$ cat src/streamPkg.sv
// shared types for the stream engine; byte counts assume whole 8-byte words, 3-bit register space
package streamPkg;

    // ----------------------------------------------------------
    // stream payload
    // ----------------------------------------------------------
    localparam int unsigned BEAT_BYTES = 8;         // bytes moved per word
    typedef logic [63:0] dataWord_t;                // one stream word
    localparam dataWord_t FILL_WORD = 64'hDEAD;     // pad value for underflow

    typedef struct packed {
        logic      valid;                           // word present
        dataWord_t data;
    } streamBeat_t;                                 // 65 bits, ready travels beside it

    // ----------------------------------------------------------
    // register map
    // ----------------------------------------------------------
    typedef logic [31:0] regWord_t;

    typedef enum logic [2:0] {
        REG_CMD    = 3'd0,                          // write while idle starts a job
        REG_SRC    = 3'd1,                          // source tag
        REG_DEST   = 3'd2,                          // destination tag
        REG_LEN    = 3'd3,                          // scale and input bytes
        REG_STATUS = 3'd4                           // busy and irq
    } regAddr_t;

    localparam int LEN_SCALE_LSB = 28;              // scale nibble sits in 31..28
    localparam int STAT_BUSY_BIT = 0;
    localparam int STAT_IRQ_BIT  = 1;               // write 1 to clear

    // ----------------------------------------------------------
    // bus and job bundles
    // ----------------------------------------------------------
    typedef struct packed {
        logic     cyc;
        logic     stb;
        logic     we;
        regAddr_t adr;                              // word address
        regWord_t dat;                              // write data
    } wbReq_t;

    typedef struct packed {
        logic     ack;                              // one cycle per access
        regWord_t dat;                              // read data, valid with ack
    } wbRsp_t;

    typedef struct packed {
        logic [31:0] inBytes;                       // bytes taken from the input
        logic [31:0] outBytes;                      // bytes sent on the output
    } jobCfg_t;

endpackage

$ cat src/configRegs.sv
// register slave with single-cycle ack; job registers are frozen while busy, addresses 5..7 read 0
`timescale 1ns/1ps

module configRegs (
    input  logic                CLK,
    input  logic                ARESETN,
    input  streamPkg::wbReq_t   wbReq,
    input  logic                ingressDone,
    input  logic                egressDone,
    output streamPkg::wbRsp_t   wbRsp,
    output logic                jobStart,
    output streamPkg::jobCfg_t  jobCfg,
    output logic                irq,
    output logic [7:0]          led
);

    streamPkg::regWord_t cmdReg;
    streamPkg::regWord_t srcReg;
    streamPkg::regWord_t destReg;
    streamPkg::regWord_t lenReg;
    streamPkg::regWord_t rdMux;
    logic                busy;
    logic                reqTake;
    logic                wrTake;
    logic                startTake;
    logic                jobEnd;
    logic [35:0]         scaledLen;

    // ----------------------------------------------------------
    // bus decode
    // ----------------------------------------------------------
    assign reqTake   = wbReq.cyc && wbReq.stb && !wbRsp.ack;           // new access this cycle
    assign wrTake    = reqTake && wbReq.we;
    assign startTake = wrTake && (wbReq.adr == streamPkg::REG_CMD) && !busy;
    // done levels from the last job are stale until the blocks see the pulse
    assign jobEnd    = busy && !jobStart && ingressDone && egressDone;

    // output bytes = input bytes * 256 >> scale
    assign scaledLen = {lenReg[27:0], 8'd0} >> lenReg[31:streamPkg::LEN_SCALE_LSB];

    always_comb begin
        case (wbReq.adr)
            streamPkg::REG_CMD:    rdMux = cmdReg;
            streamPkg::REG_SRC:    rdMux = srcReg;
            streamPkg::REG_DEST:   rdMux = destReg;
            streamPkg::REG_LEN:    rdMux = lenReg;
            streamPkg::REG_STATUS: begin
                rdMux = '0;
                rdMux[streamPkg::STAT_BUSY_BIT] = busy;
                rdMux[streamPkg::STAT_IRQ_BIT]  = irq;
            end
            default:               rdMux = '0;                         // unmapped
        endcase
    end

    // ----------------------------------------------------------
    // registers and job control
    // ----------------------------------------------------------
    always_ff @(posedge CLK) begin
        if (!ARESETN) begin
            wbRsp.ack <= 1'b0;
            jobStart  <= 1'b0;
            busy      <= 1'b0;
            irq       <= 1'b0;
            led       <= 8'd0;
            cmdReg    <= '0;
            srcReg    <= '0;
            destReg   <= '0;
            lenReg    <= '0;
        end else begin
            wbRsp.ack <= reqTake;                                      // ack one edge later
            jobStart  <= startTake;
            if (reqTake) begin
                wbRsp.dat <= rdMux;                                    // held with ack
            end
            if (wrTake && !busy) begin
                case (wbReq.adr)
                    streamPkg::REG_CMD:  cmdReg  <= wbReq.dat;
                    streamPkg::REG_SRC:  srcReg  <= wbReq.dat;
                    streamPkg::REG_DEST: destReg <= wbReq.dat;
                    streamPkg::REG_LEN:  lenReg  <= wbReq.dat;
                    default: ;                                         // status handled below
                endcase
            end
            if (startTake) begin
                busy            <= 1'b1;
                led             <= {wbReq.dat[1:0], srcReg[2:0], destReg[2:0]};
                jobCfg.inBytes  <= {4'd0, lenReg[27:0]};
                jobCfg.outBytes <= scaledLen[31:0];                    // top bits dropped
            end else if (jobEnd) begin
                busy <= 1'b0;
            end
            if (jobEnd) begin
                irq <= 1'b1;                                           // set wins over clear
            end else if (wrTake && (wbReq.adr == streamPkg::REG_STATUS)
                         && wbReq.dat[streamPkg::STAT_IRQ_BIT]) begin
                irq <= 1'b0;
            end
        end
    end

    // classic handshake, ack must drop between accesses
    ackSingle: assert property (@(posedge CLK) disable iff (!ARESETN)
        wbRsp.ack |=> !wbRsp.ack);

endmodule

$ cat src/ingressMeter.sv
// input gate for the active job; counts whole words, so a partial last word still takes 8 bytes
`timescale 1ns/1ps

module ingressMeter (
    input  logic                    CLK,
    input  logic                    ARESETN,
    input  logic                    jobStart,
    input  streamPkg::jobCfg_t      jobCfg,
    input  streamPkg::dataWord_t    inData,
    input  logic                    inValid,
    input  logic                    stageReady,
    output logic                    inReady,
    output streamPkg::streamBeat_t  stageIn,
    output logic                    ingressDone
);

    logic        armed;                             // a job has been started
    logic [31:0] inCount;                           // bytes admitted so far
    logic        admit;

    // ----------------------------------------------------------
    // admission
    // ----------------------------------------------------------
    assign admit       = armed && !jobStart && (inCount < jobCfg.inBytes);  // room left, not restarting
    assign inReady     = admit && stageReady;                    // first stage must have space
    assign stageIn.valid = inValid && admit;
    assign stageIn.data  = inData;                               // no register on this path
    assign ingressDone = armed && !admit;                        // held until the next start

    always_ff @(posedge CLK) begin
        if (!ARESETN) begin
            armed   <= 1'b0;
            inCount <= '0;
        end else if (jobStart) begin
            armed   <= 1'b1;                        // first word one cycle after this edge
            inCount <= '0;
        end else if (inValid && inReady) begin
            inCount <= inCount + 32'(streamPkg::BEAT_BYTES);
        end
    end

endmodule

$ cat src/outputPadder.sv
// output byte enforcer; the wait timer runs from job start, so late words after fill begins are lost
`timescale 1ns/1ps

module outputPadder #(
    parameter int WAIT_CYCLES = 2048                // cycles before filler starts
) (
    input  logic                    CLK,
    input  logic                    ARESETN,
    input  logic                    jobStart,
    input  streamPkg::jobCfg_t      jobCfg,
    input  streamPkg::streamBeat_t  pipeBeat,
    input  logic                    outReady,
    output logic                    pipeReady,
    output streamPkg::dataWord_t    outData,
    output logic                    outValid,
    output logic                    egressDone
);

    streamPkg::streamBeat_t outQ;                   // output register
    logic        running;                           // armed by the first job
    logic        fillMode;
    logic [31:0] sent;                              // bytes handed over on the output
    logic [31:0] issued;                            // sent plus the word in outQ
    logic [31:0] waitCnt;                           // cycles since job start
    logic        slotFree;
    logic        want;
    logic        loadPipe;
    logic        loadFill;

    // ----------------------------------------------------------
    // flow decisions
    // ----------------------------------------------------------
    assign issued   = sent + (outQ.valid ? 32'(streamPkg::BEAT_BYTES) : 32'd0);
    assign slotFree = !outQ.valid || outReady;      // outQ can take a word this edge
    assign want     = running && (issued < jobCfg.outBytes);
    assign loadPipe = !fillMode && want && slotFree && pipeBeat.valid;
    assign loadFill = fillMode && want && slotFree;
    // surplus and fill-time words are swallowed
    assign pipeReady = fillMode || !want || slotFree;

    assign outValid   = outQ.valid;
    assign outData    = outQ.data;
    assign egressDone = running && (sent >= jobCfg.outBytes);

    always_ff @(posedge CLK) begin
        if (!ARESETN) begin
            running    <= 1'b0;
            fillMode   <= 1'b0;
            sent       <= '0;
            waitCnt    <= '0;
            outQ.valid <= 1'b0;
        end else if (jobStart) begin
            running    <= 1'b1;                     // outQ already empty when idle
            fillMode   <= 1'b0;
            sent       <= '0;
            waitCnt    <= '0;
            outQ.valid <= 1'b0;
        end else begin
            if (running && !fillMode) begin
                waitCnt <= waitCnt + 32'd1;         // stops once filling
            end
            if (waitCnt > 32'(WAIT_CYCLES)) begin
                fillMode <= 1'b1;
            end
            if (outQ.valid && outReady) begin
                sent <= sent + 32'(streamPkg::BEAT_BYTES);
            end
            if (loadPipe) begin
                outQ <= pipeBeat;                   // valid set by the load
            end else if (loadFill) begin
                outQ.valid <= 1'b1;
                outQ.data  <= streamPkg::FILL_WORD;
            end else if (outReady) begin
                outQ.valid <= 1'b0;                 // drained, nothing new
            end
        end
    end

    // load gating on issued keeps the output inside the byte budget
    noOverrun: assert property (@(posedge CLK) disable iff (!ARESETN)
        outQ.valid |-> sent < jobCfg.outBytes);

endmodule

$ cat src/pipeStage.sv
// two-entry skid stage; ready comes from a flop, so a chain of stages has no combinational ready path
`timescale 1ns/1ps

module pipeStage (
    input  logic                    CLK,
    input  logic                    ARESETN,
    input  streamPkg::streamBeat_t  upBeat,
    input  logic                    downReady,
    output logic                    upReady,
    output streamPkg::streamBeat_t  downBeat
);

    streamPkg::streamBeat_t mainQ;                  // drives the output
    streamPkg::streamBeat_t skidQ;                  // catches the word in flight on a stall
    logic                   mainFree;

    assign mainFree = !mainQ.valid || downReady;    // main empties or moves on this edge
    assign upReady  = !skidQ.valid;                 // registered, high while skid is empty
    assign downBeat = mainQ;

    // ----------------------------------------------------------
    // main and skid update
    // ----------------------------------------------------------
    always_ff @(posedge CLK) begin
        if (!ARESETN) begin
            mainQ.valid <= 1'b0;
            skidQ.valid <= 1'b0;
        end else if (mainFree) begin
            if (skidQ.valid) begin
                mainQ       <= skidQ;               // older word first
                skidQ.valid <= 1'b0;
            end else begin
                mainQ <= upBeat;                    // upReady is high here
            end
        end else if (upBeat.valid && upReady) begin
            skidQ <= upBeat;                        // main stalled, park it
        end
    end

    // stalled word must not change under the consumer
    holdStable: assert property (@(posedge CLK) disable iff (!ARESETN)
        downBeat.valid && !downReady |=> downBeat.valid && $stable(downBeat.data));

endmodule

$ cat src/streamTop.sv
// stream engine top; one job at a time, surplus words left in the stages drain before the next start
`timescale 1ns/1ps

module streamTop #(
    parameter int NUM_STAGES  = 3,                  // 1 or more
    parameter int WAIT_CYCLES = 2048
) (
    input  logic                  CLK,
    input  logic                  ARESETN,
    input  streamPkg::wbReq_t     wbReq,
    input  streamPkg::dataWord_t  inData,
    input  logic                  inValid,
    input  logic                  outReady,
    output streamPkg::wbRsp_t     wbRsp,
    output logic                  inReady,
    output streamPkg::dataWord_t  outData,
    output logic                  outValid,
    output logic                  irq,
    output logic [7:0]            led
);

    logic                   jobStart;
    streamPkg::jobCfg_t     jobCfg;
    logic                   ingressDone;
    logic                   egressDone;
    streamPkg::streamBeat_t stageBeat [NUM_STAGES+1];   // [0] from meter, last to padder
    logic                   stageReady [NUM_STAGES+1];

    // ----------------------------------------------------------
    // control
    // ----------------------------------------------------------
    configRegs u_cfg (
        .CLK         (CLK),
        .ARESETN     (ARESETN),
        .wbReq       (wbReq),
        .ingressDone (ingressDone),
        .egressDone  (egressDone),
        .wbRsp       (wbRsp),
        .jobStart    (jobStart),
        .jobCfg      (jobCfg),
        .irq         (irq),
        .led         (led)
    );

    ingressMeter u_meter (
        .CLK         (CLK),
        .ARESETN     (ARESETN),
        .jobStart    (jobStart),
        .jobCfg      (jobCfg),
        .inData      (inData),
        .inValid     (inValid),
        .stageReady  (stageReady[0]),
        .inReady     (inReady),
        .stageIn     (stageBeat[0]),
        .ingressDone (ingressDone)
    );

    // ----------------------------------------------------------
    // pipeline chain
    // ----------------------------------------------------------
    for (genvar k = 0; k < NUM_STAGES; k++) begin : gStage
        pipeStage u_stage (
            .CLK       (CLK),
            .ARESETN   (ARESETN),
            .upBeat    (stageBeat[k]),
            .downReady (stageReady[k+1]),
            .upReady   (stageReady[k]),
            .downBeat  (stageBeat[k+1])
        );
    end

    outputPadder #(
        .WAIT_CYCLES (WAIT_CYCLES)
    ) u_padder (
        .CLK        (CLK),
        .ARESETN    (ARESETN),
        .jobStart   (jobStart),
        .jobCfg     (jobCfg),
        .pipeBeat   (stageBeat[NUM_STAGES]),
        .outReady   (outReady),
        .pipeReady  (stageReady[NUM_STAGES]),
        .outData    (outData),
        .outValid   (outValid),
        .egressDone (egressDone)
    );

endmodule

$ cat config.mk
export PLATFORM = sky130hd
export DESIGN_NAME = streamTop
export DESIGN_NICKNAME = d
export VERILOG_FILES = /design/src/streamPkg.sv /design/src/configRegs.sv /design/src/ingressMeter.sv /design/src/outputPadder.sv /design/src/pipeStage.sv /design/src/streamTop.sv
export SDC_FILE = /design/constraint.sdc
export NUM_CORES = 1
export LEC_CHECK = 0
export BUFFER_PORTS_ARGS = -buffer_cell sky130_fd_sc_hd__buf_2
export CAP_MARGIN = 10
export CORE_ASPECT_RATIO = 0.5
export CORE_MARGIN = 8
export CORE_UTILIZATION = 61
export DETAILED_ROUTE_END_ITERATION = 12
export PLACE_DENSITY = 0.77
export SYNTH_ARGS = -nofsm -noshare
export SYNTH_HDL_FRONTEND = slang
export SYNTH_SLANG_ARGS = --single-unit
$ cat constraint.sdc
create_clock -name CLK -period 10.5 [get_ports CLK]
set_input_delay 0.525 -clock CLK [delete_from_list [all_inputs] [get_ports CLK]]
set_output_delay 0.525 -clock CLK [all_outputs]
set_load 0.005 [all_outputs]
==> impl_metrics.ini, run 1 <==
[min_path]
hp-class = input port to flip-flop
holdPathEnd = gStage[0].u_stage.skidQ[21]
hold_path_startpoint = inData[21]
hold_depth = 1

[yosys]
yosysWarnings = 0
synth_area_per_cell_um2 = 12.5
synth-edff-count = 540
yosysSeqAreaShare = 0.638
synth_top_family_by_area = simple AND/OR/NAND/NOR gates
synth_mux_area_frac = 0.0929
synth_nets = 2836
ys.flop_type = edfxtp_1
synthArstFlopShare = 0
synth-compound-area-share = 0.0736
synthCells = 2641
syn_area_mm2 = 0.0329
ys_ff_latch = 779
synth_cell_types = 71
yosys.area_share.adder = 0.0338
yosys.area_share.simple = 0.116
synth_xor_area_frac = 0.0194

[floorplanning]
initial_core_util = 0.615
ios = 214
dieArea_mm2 = 0.0621
core_mm2 = 0.0535
die_h_um = 180
die_x_um = 345
rows = 60

[routing]
postRouteWirelength_um = 73400
vias_per_cell = 5.92
drt_iter0_drc = 1808
wl_per_cell_um = 20.5
drt_pass1_iterations = 5
post-route-drc-count = 0
postRouteAntennaNets = 0
via_count = 21164

[placed_design]
routabilityCongestion = 0.889
hpwlAfterDp_um = 47500
postPlaceCellArea_mm2 = 0.0346
numPortBuffers = 213

[power_and_ir_drop]
power_switching_w = 0.00125
power.share.clock = 0.420
netSwitchingFraction = 0.206
power.internal_w = 0.00481
power.share.combinational = 0.025
pwr-share-seq = 0.555
p_total_w = 0.00606
powerDensity_mw_per_mm2 = 164
power_leakage_nw = 12.8
ir_worst_vdd_v = 0.000151

[cts]
cts_repair_resize_count = 0
cts-root-buf = clkbuf_16
clkLatencyLatePin_ps = 620
numCtsBuffers = 67
cts-htree-levels = 3
clkTransAtPathRegs_ps = 70
post_cts_buffers = 0
postCtsHoldBufs = 0
cts_tree = done
cts_sinks = 779
clk_path_buf_depth = 3

[critical_path]
reg2regPathDepth = 13
end_kind = flip-flop
path_common_cell = ha_1
critical-path-slowest-cell = o31a_2
crit_required_ps = 10750
r2r_setup_slack_ps = 5040
slowest_delay_ps = 780
worst_ep_arrival_time_ps = 5710
start_kind = flip-flop
critPathLaunch = u_padder.outValid
crit_chain = ha_1, ha_1, nand3_1, or3_1, nor2_1, xor2_1, ha_1, nand4_1, nor3_1, o311a_2, buf_4, o31a_2, buf_4
cp_max_fo = 70
r2r_end = gStage[2].u_stage.downBeat[14]
rr_startpoint = u_padder.outValid
crit_type = flip-flop to flip-flop

[sta]
fmax_mhz = 183
finalSetupViolations = 0
clock_skew_ps = 27.8
rsz0062_at_grt = no
finalCritPeriodShare = 0.520
final_max_slew_viol_count = 0
finalHoldViolations = 0
relSlewSlack = 0.257
fin_setup_tns_ps = 0
fin_crit_ps = 5460
worst_pin_slew_ps = 1110

[cells_and_area]
final_nets = 3000
final_common_cell = edfxtp_1
fillers = 3735
area_delta_synth_final_pct = 11.9
layout-drive-gt1-share = 0.213
finalInstanceArea_mm2 = 0.0369
layout_common_cells = edfxtp_1 (540), nand2_1 (410), dfxtp_1 (236)

[grt]
grt_start_max_net_pins = 98
grt_antenna_before_repair = 3
grt_pass1_wl_um = 114000
grt.total_usage = 0.229
grt_overflow = 0
grt_pass1_vias = 20476

[run]
max-cap-violations = 0

[outcome]
outcome = finished clean
-- worst max-delay path by stage --
stage                                          end  slack (ps)
CTS                 gStage[2].u_stage.downBeat[29]        5050
detailed placement   gStage[2].u_stage.downBeat[9]        5040
global route        gStage[2].u_stage.downBeat[14]        4710
finish              gStage[2].u_stage.downBeat[14]        5040
floorplan                      u_padder.outData[0]         900
global placement    gStage[2].u_stage.downBeat[25]        5170
-- power groups by stage --
stage	combinational (W)	sequential (W)	clock, W
floorplan	0.0000882	0.00342	0
global placement	0.000146	0.00343	0
detailed placement	0.000151	0.00343	0
CTS	0.000153	0.00336	0.00258
global route	0.000166	0.00337	0.00270
finish	0.000154	0.00336	0.00254
-- state kept, by name, indices dropped and copies added, names as in the netlist --
register / count
gStage.u_stage.downBeat: 195
gStage.u_stage.skidQ: 195
u_cfg.busy: 1
u_cfg.cmdReg: 32
u_cfg.destReg: 32
u_cfg.irq: 1
u_cfg.jobCfg: 60
u_cfg.jobStart: 1
u_cfg.led: 8
u_cfg.lenReg: 32
u_cfg.srcReg: 32
u_cfg.wbRsp: 33
u_meter.inCount: 29
u_padder.fillMode: 1
u_padder.outData: 64
u_padder.outValid: 1
u_padder.running: 1
u_padder.sent: 29
u_padder.waitCnt: 32
-- per-stage QoR --
step	setup WS, ps	std cells	hold slack, ps	utilization
global placement	5170	3448	425	0.646
floorplan	905	2641	422	-
detailed placement	5040	3448	433	0.646
finish	5040	3575	101	0.689
global route	4710	3575	77.2	0.689
CTS	5050	3571	71.7	0.688
-- cell usage after synthesis, drive strengths merged (31+ instances only) --
cell type    n  area, um2
ha          89       1110
nand3       39        195
nor2       112        420
a221o       31        310
xor2        43        377
mux2i       76        761
nand4       42        263
inv         72        270
mux2       204       2300
a21oi      195        976
clkbuf     106        399
o21ai       41        205
buf         44        211
dfxtp      239       4780
nand2      410       1540
edfxtp     540      16200
a22o        33        289
nor3        79        400
-- cell families after synthesis --
family                   Yosys count
AND/OR/NAND/NOR                  818
XOR/XNOR                          73
AO/OA/AOI/OAI                    379
buffers and inverters            223
flip-flops                       779
multiplexers                     280
adder cells (fa/ha/maj)           89
-- cell type report --
type,instances,area (um2),area share
Sequential cell,779,21000,0.570
Multi-Input combinational cell,1639,11100,0.302
Clock buffer,81,1800,0.0489
Timing Repair Buffer,245,1320,0.0358
Tap cell,713,892,0.0242
Clock inverter,42,428,0.0116
Inverter,73,277,0.00750
Antenna cell,3,7.51,0.000204
-- routing by layer --
metal | GRT usage | vias to the layer above | routed length, um
li1 | - | 10024 | -
met1 | 0.304 | 10375 | 31500
met2 | 0.388 | 628 | 36100
met3 | 0.0339 | 137 | 3640
met4 | 0.0747 | 0 | 2100
met5 | 0 | - | 0
-- critical path, delay by kind of cell (launching register included) --
family	cells	cell delay, ps
compound gates	2	1030
xor+xnor	1	80
fa+ha+maj	3	810
buf+inv	2	1140
flops	1	450
simple gates	5	1490
(Power assumes the default switching activity.)
==> run 2, diff against run 1 <==
--- a/config.mk
+++ b/config.mk
@@ -9,9 +9,9 @@
 export CAP_MARGIN = 10
 export CORE_ASPECT_RATIO = 0.5
 export CORE_MARGIN = 8
-export CORE_UTILIZATION = 61
+export CORE_UTILIZATION = 55
 export DETAILED_ROUTE_END_ITERATION = 12
-export PLACE_DENSITY = 0.77
+export PLACE_DENSITY = 0.73
 export SYNTH_ARGS = -nofsm -noshare
 export SYNTH_HDL_FRONTEND = slang
 export SYNTH_SLANG_ARGS = --single-unit
==> constraint.sdc (replaced) <==
create_clock -name CLK -period 4.75 [get_ports CLK]
set_input_delay 0.2375 -clock CLK [delete_from_list [all_inputs] [get_ports CLK]]
set_output_delay 0.2375 -clock CLK [all_outputs]
set_load 0.005 [all_outputs]
==> run 2 against run 1 <==
Maximum frequency rose by 31%. Non-clock buffer count rose by 105. Sequential share of layout area is 1.7 points lower. Sequential power grew 120%. Cell count up 5.5%. Hold slack worse by 58 ps. Critical path type unchanged. Critical endpoint is now u_padder.outData[0]. Largest cell class unchanged.
==> impl_metrics.ini, run 2 (synthesis results as in run 1) <==
[placed_design]
place_worst_setup_slack_ps = 615
routabilityCongestion = 0.866
postPlaceCellArea_mm2 = 0.0349
hpwlAfterDp_um = 48500
numPortBuffers = 213

[sta]
clock_skew_ps = 28.1
worst_slack_ps = 582
fin_crit_ps = 4170
relSlewSlack = 0.161
finalSetupViolations = 0
worst_pin_slew_ps = 1260
whs_ps = 42.9
fmax_mhz = 240
final_max_slew_viol_count = 0
fin_setup_tns_ps = 0
finalCritPeriodShare = 0.878
rsz0062_at_grt = no
finalHoldViolations = 0

[floorplanning]
ios = 214
die_h_um = 189
initial_core_util = 0.556
die_x_um = 362
rows = 63
core_mm2 = 0.0592
dieArea_mm2 = 0.0684

[run]
max-cap-violations = 0

[power_and_ir_drop]
power.internal_w = 0.0104
netSwitchingFraction = 0.208
power.share.combinational = 0.031
power_switching_w = 0.00274
power_leakage_nw = 13.2
power.share.clock = 0.405
ir_worst_vdd_v = 0.000254
p_total_w = 0.0132
powerDensity_mw_per_mm2 = 347
pwr-share-seq = 0.565

[cts]
cts_sinks = 779
cts-htree-levels = 3
numCtsBuffers = 68
cts-root-buf = clkbuf_16
clkTransAtPathRegs_ps = 60
cts_repair_resize_count = 0
cts_tree = done
clk_path_buf_depth = 3
clkLatencyLatePin_ps = 610
post_cts_buffers = 0
postCtsHoldBufs = 100

[cells_and_area]
finalInstanceArea_mm2 = 0.0380
layout_common_cells = edfxtp_1 (540), nand2_1 (410), dfxtp_1 (230)
final_nets = 3106
layout-drive-gt1-share = 0.207
antenna_cells = 0
final_common_cell = edfxtp_1
area_delta_synth_final_pct = 15.4

[grt]
grt_antenna_before_repair = 1
grt_start_max_net_pins = 94
grt_overflow = 0
grt_pass1_vias = 21119
grt.total_usage = 0.211
grt_pass1_wl_um = 117000

[critical_path]
end_kind = flip-flop
critPathLaunch = u_padder.sent[13]
rr_startpoint = u_padder.sent[13]
r2r_setup_slack_ps = 580
worst_ep_arrival_time_ps = 4500
crit_end = u_padder.outData[0]
cp_max_fo = 23
start_kind = flip-flop
reg2regPathDepth = 13
crit_required_ps = 5080
crit_type = flip-flop to flip-flop
r2r_end = u_padder.outData[0]

[routing]
wl_per_cell_um = 19.6
postRouteWirelength_um = 73900
via_count = 21369
vias_per_cell = 5.66
drt_iter0_drc = 1593
drt_pass1_iterations = 5
post-route-drc-count = 0
postRouteAntennaNets = 0

[outcome]
outcome = finished clean

[min_path]
hp-class = input port to flip-flop
hold_depth = 3
[run 2: changes by cell type in the layout (fill, tap and decap cells not counted), moves of 3 or more]
| cell | change |
|---|---|
| buf_12 | +3 |
| bufinv_16 | -5 |
| clkbuf_1 | +8 |
| clkbuf_8 | +3 |
| clkinv_1 | +5 |
| clkinv_2 | -14 |
| dfxtp_1 | -6 |
| dfxtp_2 | +5 |
| diode_2 | -3 |
| dlygate4sd3_1 | +100 |
| inv_6 | +3 |
| nor2_1 | -3 |
| nor2_2 | +3 |
[run 2: metal layers]
layer | wire length, um | global-route usage | part of all wire
met1 | 32200 | 0.281 | 0.44
met5 | 0 | 0 | 0
met4 | 1780 | 0.0606 | 0.024
met3 | 3590 | 0.0327 | 0.049
met2 | 36300 | 0.361 | 0.49
[run 2: worst min-delay path by stage]
stage / slack (ps) / to / startpoint
after floorplan: 340 / gStage[0].u_stage.skidQ[0] / inData[0]
after global placement: 430 / gStage[0].u_stage.skidQ[18] / inData[18]
after detailed placement: 430 / gStage[0].u_stage.skidQ[28] / inData[28]
after CTS: 20 / gStage[0].u_stage.skidQ[64] / inValid
after global routing: 50 / u_cfg.wbRsp[0] / wbReq[33]
final: 40 / gStage[0].u_stage.skidQ[64] / inValid
[run 2: worst max-delay path, cell delays in order (launching register included)]
cell	delay (ps)
dfxtp_1	510
nand3_1	150
nor3_1	370
nand2_1	140
nor4_1	370
xor2_1	210
ha_1	270
a21oi_1	130
nor2b_1	50
o21ai_0	160
o2111ai_1	140
a211o_2	490
buf_4	280
or4b_2	630
[run 2: cell type report]
cell class / count / area, um2
repair buffers: 350 / 2390
flip-flops and latches: 779 / 21000
fillers: 4344 / 21200
multi-input cells: 1639 / 11200
clock buffers: 90 / 1820
well taps: 812 / 1020
inverters: 73 / 277
clock inverters: 30 / 279
[run 2: power by group through the flow]
stage / clock network (W) / registers [W] / logic, W
floorplan: 0 / 0.00757 / 0.000196
CTS: 0.00544 / 0.00743 / 0.000405
global route: 0.00572 / 0.00744 / 0.000437
global placement: 0 / 0.00757 / 0.000331
finish: 0.00533 / 0.00743 / 0.000406
detailed placement: 0 / 0.00758 / 0.000337
[run 2: through the flow]
step | std cells | util
2_1_floorplan | 2641 | -
3_3_place_gp | 3553 | 0.589
3_5_place_dp | 3553 | 0.589
4_1_cts | 3773 | 0.642
5_1_grt | 3773 | 0.642
6_report | 3773 | 0.642
==> run 3, diff against run 2 <==
--- a/config.mk
+++ b/config.mk
@@ -12,6 +12,7 @@
 export CORE_UTILIZATION = 55
 export DETAILED_ROUTE_END_ITERATION = 12
 export PLACE_DENSITY = 0.73
+export REMOVE_ABC_BUFFERS = 1
 export SYNTH_ARGS = -nofsm -noshare
 export SYNTH_HDL_FRONTEND = slang
 export SYNTH_SLANG_ARGS = --single-unit
==> run 3 against run 2 <==
First-iteration DRC count is 3.2% higher. Total power is 0.32% lower. Design area shrank 0.19%. Count of clock-buffer cells in the layout did not move. Sequential share of layout area up 0.086 points. Core utilization decreased by 0.12 points. Critical endpoint is now u_padder.outData[22]. Largest power group unchanged.
==> impl_metrics.ini, run 3 (synthesis results as in run 1) <==
[cells_and_area]
area_delta_synth_final_pct = 15.2
finalInstanceArea_mm2 = 0.0379
layout_common_cells = edfxtp_1 (540), nand2_1 (410), dfxtp_1 (236)
layout-drive-gt1-share = 0.203
final_nets = 3108
final_common_cell = edfxtp_1
final_util = 0.641

[min_path]
hp-class = input port to flip-flop

[cts]
post_cts_buffers = 0
cts_tree = done
numCtsBuffers = 68
postCtsHoldBufs = 101
cts_sinks = 779
cts-root-buf = clkbuf_16
cts_repair_resize_count = 0
clkLatencyLatePin_ps = 610
clk_path_buf_depth = 3
cts-htree-levels = 3
clkTransAtPathRegs_ps = 70

[sta]
finalHoldViolations = 0
whs_ps = 54.3
fin_crit_ps = 4320
relSlewSlack = 0.286
finalSetupViolations = 0
clock_skew_ps = 27.9
fin_setup_tns_ps = 0
final_max_slew_viol_count = 0
rsz0062_at_grt = no
finalCritPeriodShare = 0.909
fmax_mhz = 232
worst_pin_slew_ps = 1070

[routing]
post-route-drc-count = 0
drt_iter0_drc = 1644
via_count = 21263
wl_per_cell_um = 19.7
postRouteWirelength_um = 74300
drt_pass1_iterations = 6
postRouteAntennaNets = 0
vias_per_cell = 5.63

[critical_path]
crit_required_ps = 5010
crit_type = flip-flop to flip-flop
worst_ep_arrival_time_ps = 4580
cp_max_fo = 64
start_kind = flip-flop
end_kind = flip-flop

[power_and_ir_drop]
power.share.clock = 0.403
pwr-share-seq = 0.567
power.share.combinational = 0.031
power_leakage_nw = 13.2
powerDensity_mw_per_mm2 = 346
p_total_w = 0.0131
power_switching_w = 0.00271
power.internal_w = 0.0104
ir_worst_vdd_v = 0.000260
netSwitchingFraction = 0.207

[placed_design]
numPortBuffers = 213
routabilityCongestion = 0.851
postPlaceCellArea_mm2 = 0.0348
hpwlAfterDp_um = 48700

[grt]
grt.total_usage = 0.213
grt_antenna_before_repair = 3
grt_pass1_vias = 21208
grt_overflow = 0
grt_start_max_net_pins = 100
grt_pass1_wl_um = 118000

[floorplanning]
core_mm2 = 0.0592
dieArea_mm2 = 0.0684
initial_core_util = 0.556
die_x_um = 362
rows = 63
die_h_um = 189
ios = 214

[outcome]
outcome = finished clean

[run]
max-cap-violations = 0
## run 3: cell types whose count changed in the layout (fill, tap and decap cells not counted), moves of 2 or more
cell	previous run	this run
clkinv_1	14	8
clkbuf_8	4	2
dfxtp_2	6	0
nor2_1	107	110
nor2_2	3	0
nor4_2	0	2
nor4_4	2	0
clkinv_2	5	10
dfxtp_1	230	236
clkinvlp_4	1	3
diode_2	0	2
ha_1	87	89
## run 3: critical path: stages, from the launching register on
cell and delay (ps):
dfxtp_1 440, ha_1 240, ha_1 280, nand3_1 150, buf_4 180, nor3_1 300, xor2_1 230, ha_1 280
a21o_1 170, a21o_1 170, a21oi_1 180, nor3_1 70, a211o_2 470, nor4_2 400, buf_12 360
## run 3: routing by layer
layer | wire length, um | up-vias | track usage
li1 | - | 10214 | -
met3 | 3390 | 129 | 0.0316
met2 | 36800 | 531 | 0.366
met5 | 0 | - | 0
met4 | 2050 | 0 | 0.0652
met1 | 32100 | 10389 | 0.282
## run 3: per-stage QoR
stage	setup slack (ps)	std cells
final	433	3775
after global routing	208	3775
after CTS	474	3773
after detailed placement	496	3554
after global placement	555	3554
after floorplan	-5240	2491
## run 3: final cells by class
cell class	instances	area [um2]
Timing Repair Buffer	352	2420
Sequential cell	779	21000
Multi-Input combinational cell	1639	11100
Clock buffer	90	1830
Tap cell	812	1020
Fill cell	4371	21300
Inverter	73	277
Clock inverter	28	239
Antenna cell	2	5.00
## run 3: power groups by stage
stage	Sequential (W)	Combinational, W	Clock [W]
after global routing	0.00744	0.000437	0.00567
after CTS	0.00744	0.000405	0.00540
after global placement	0.00758	0.000328	0
after floorplan	0.00757	0.000181	0
final	0.00743	0.000404	0.00528
after detailed placement	0.00759	0.000335	0
## run 3: path summary, 6_finish.rpt
path,startpoint,end,slack (ps),cells past startpoint
worst max-delay path,u_padder.outValid,u_padder.outData[22],430,14
worst min-delay path,wbReq[32],u_cfg.wbRsp[1],50,2
worst max register to register,u_padder.outValid,u_padder.outData[22],430,14
worst min register to register,gStage[0].u_stage.downBeat[45],gStage[1].u_stage.skidQ[45],450,0
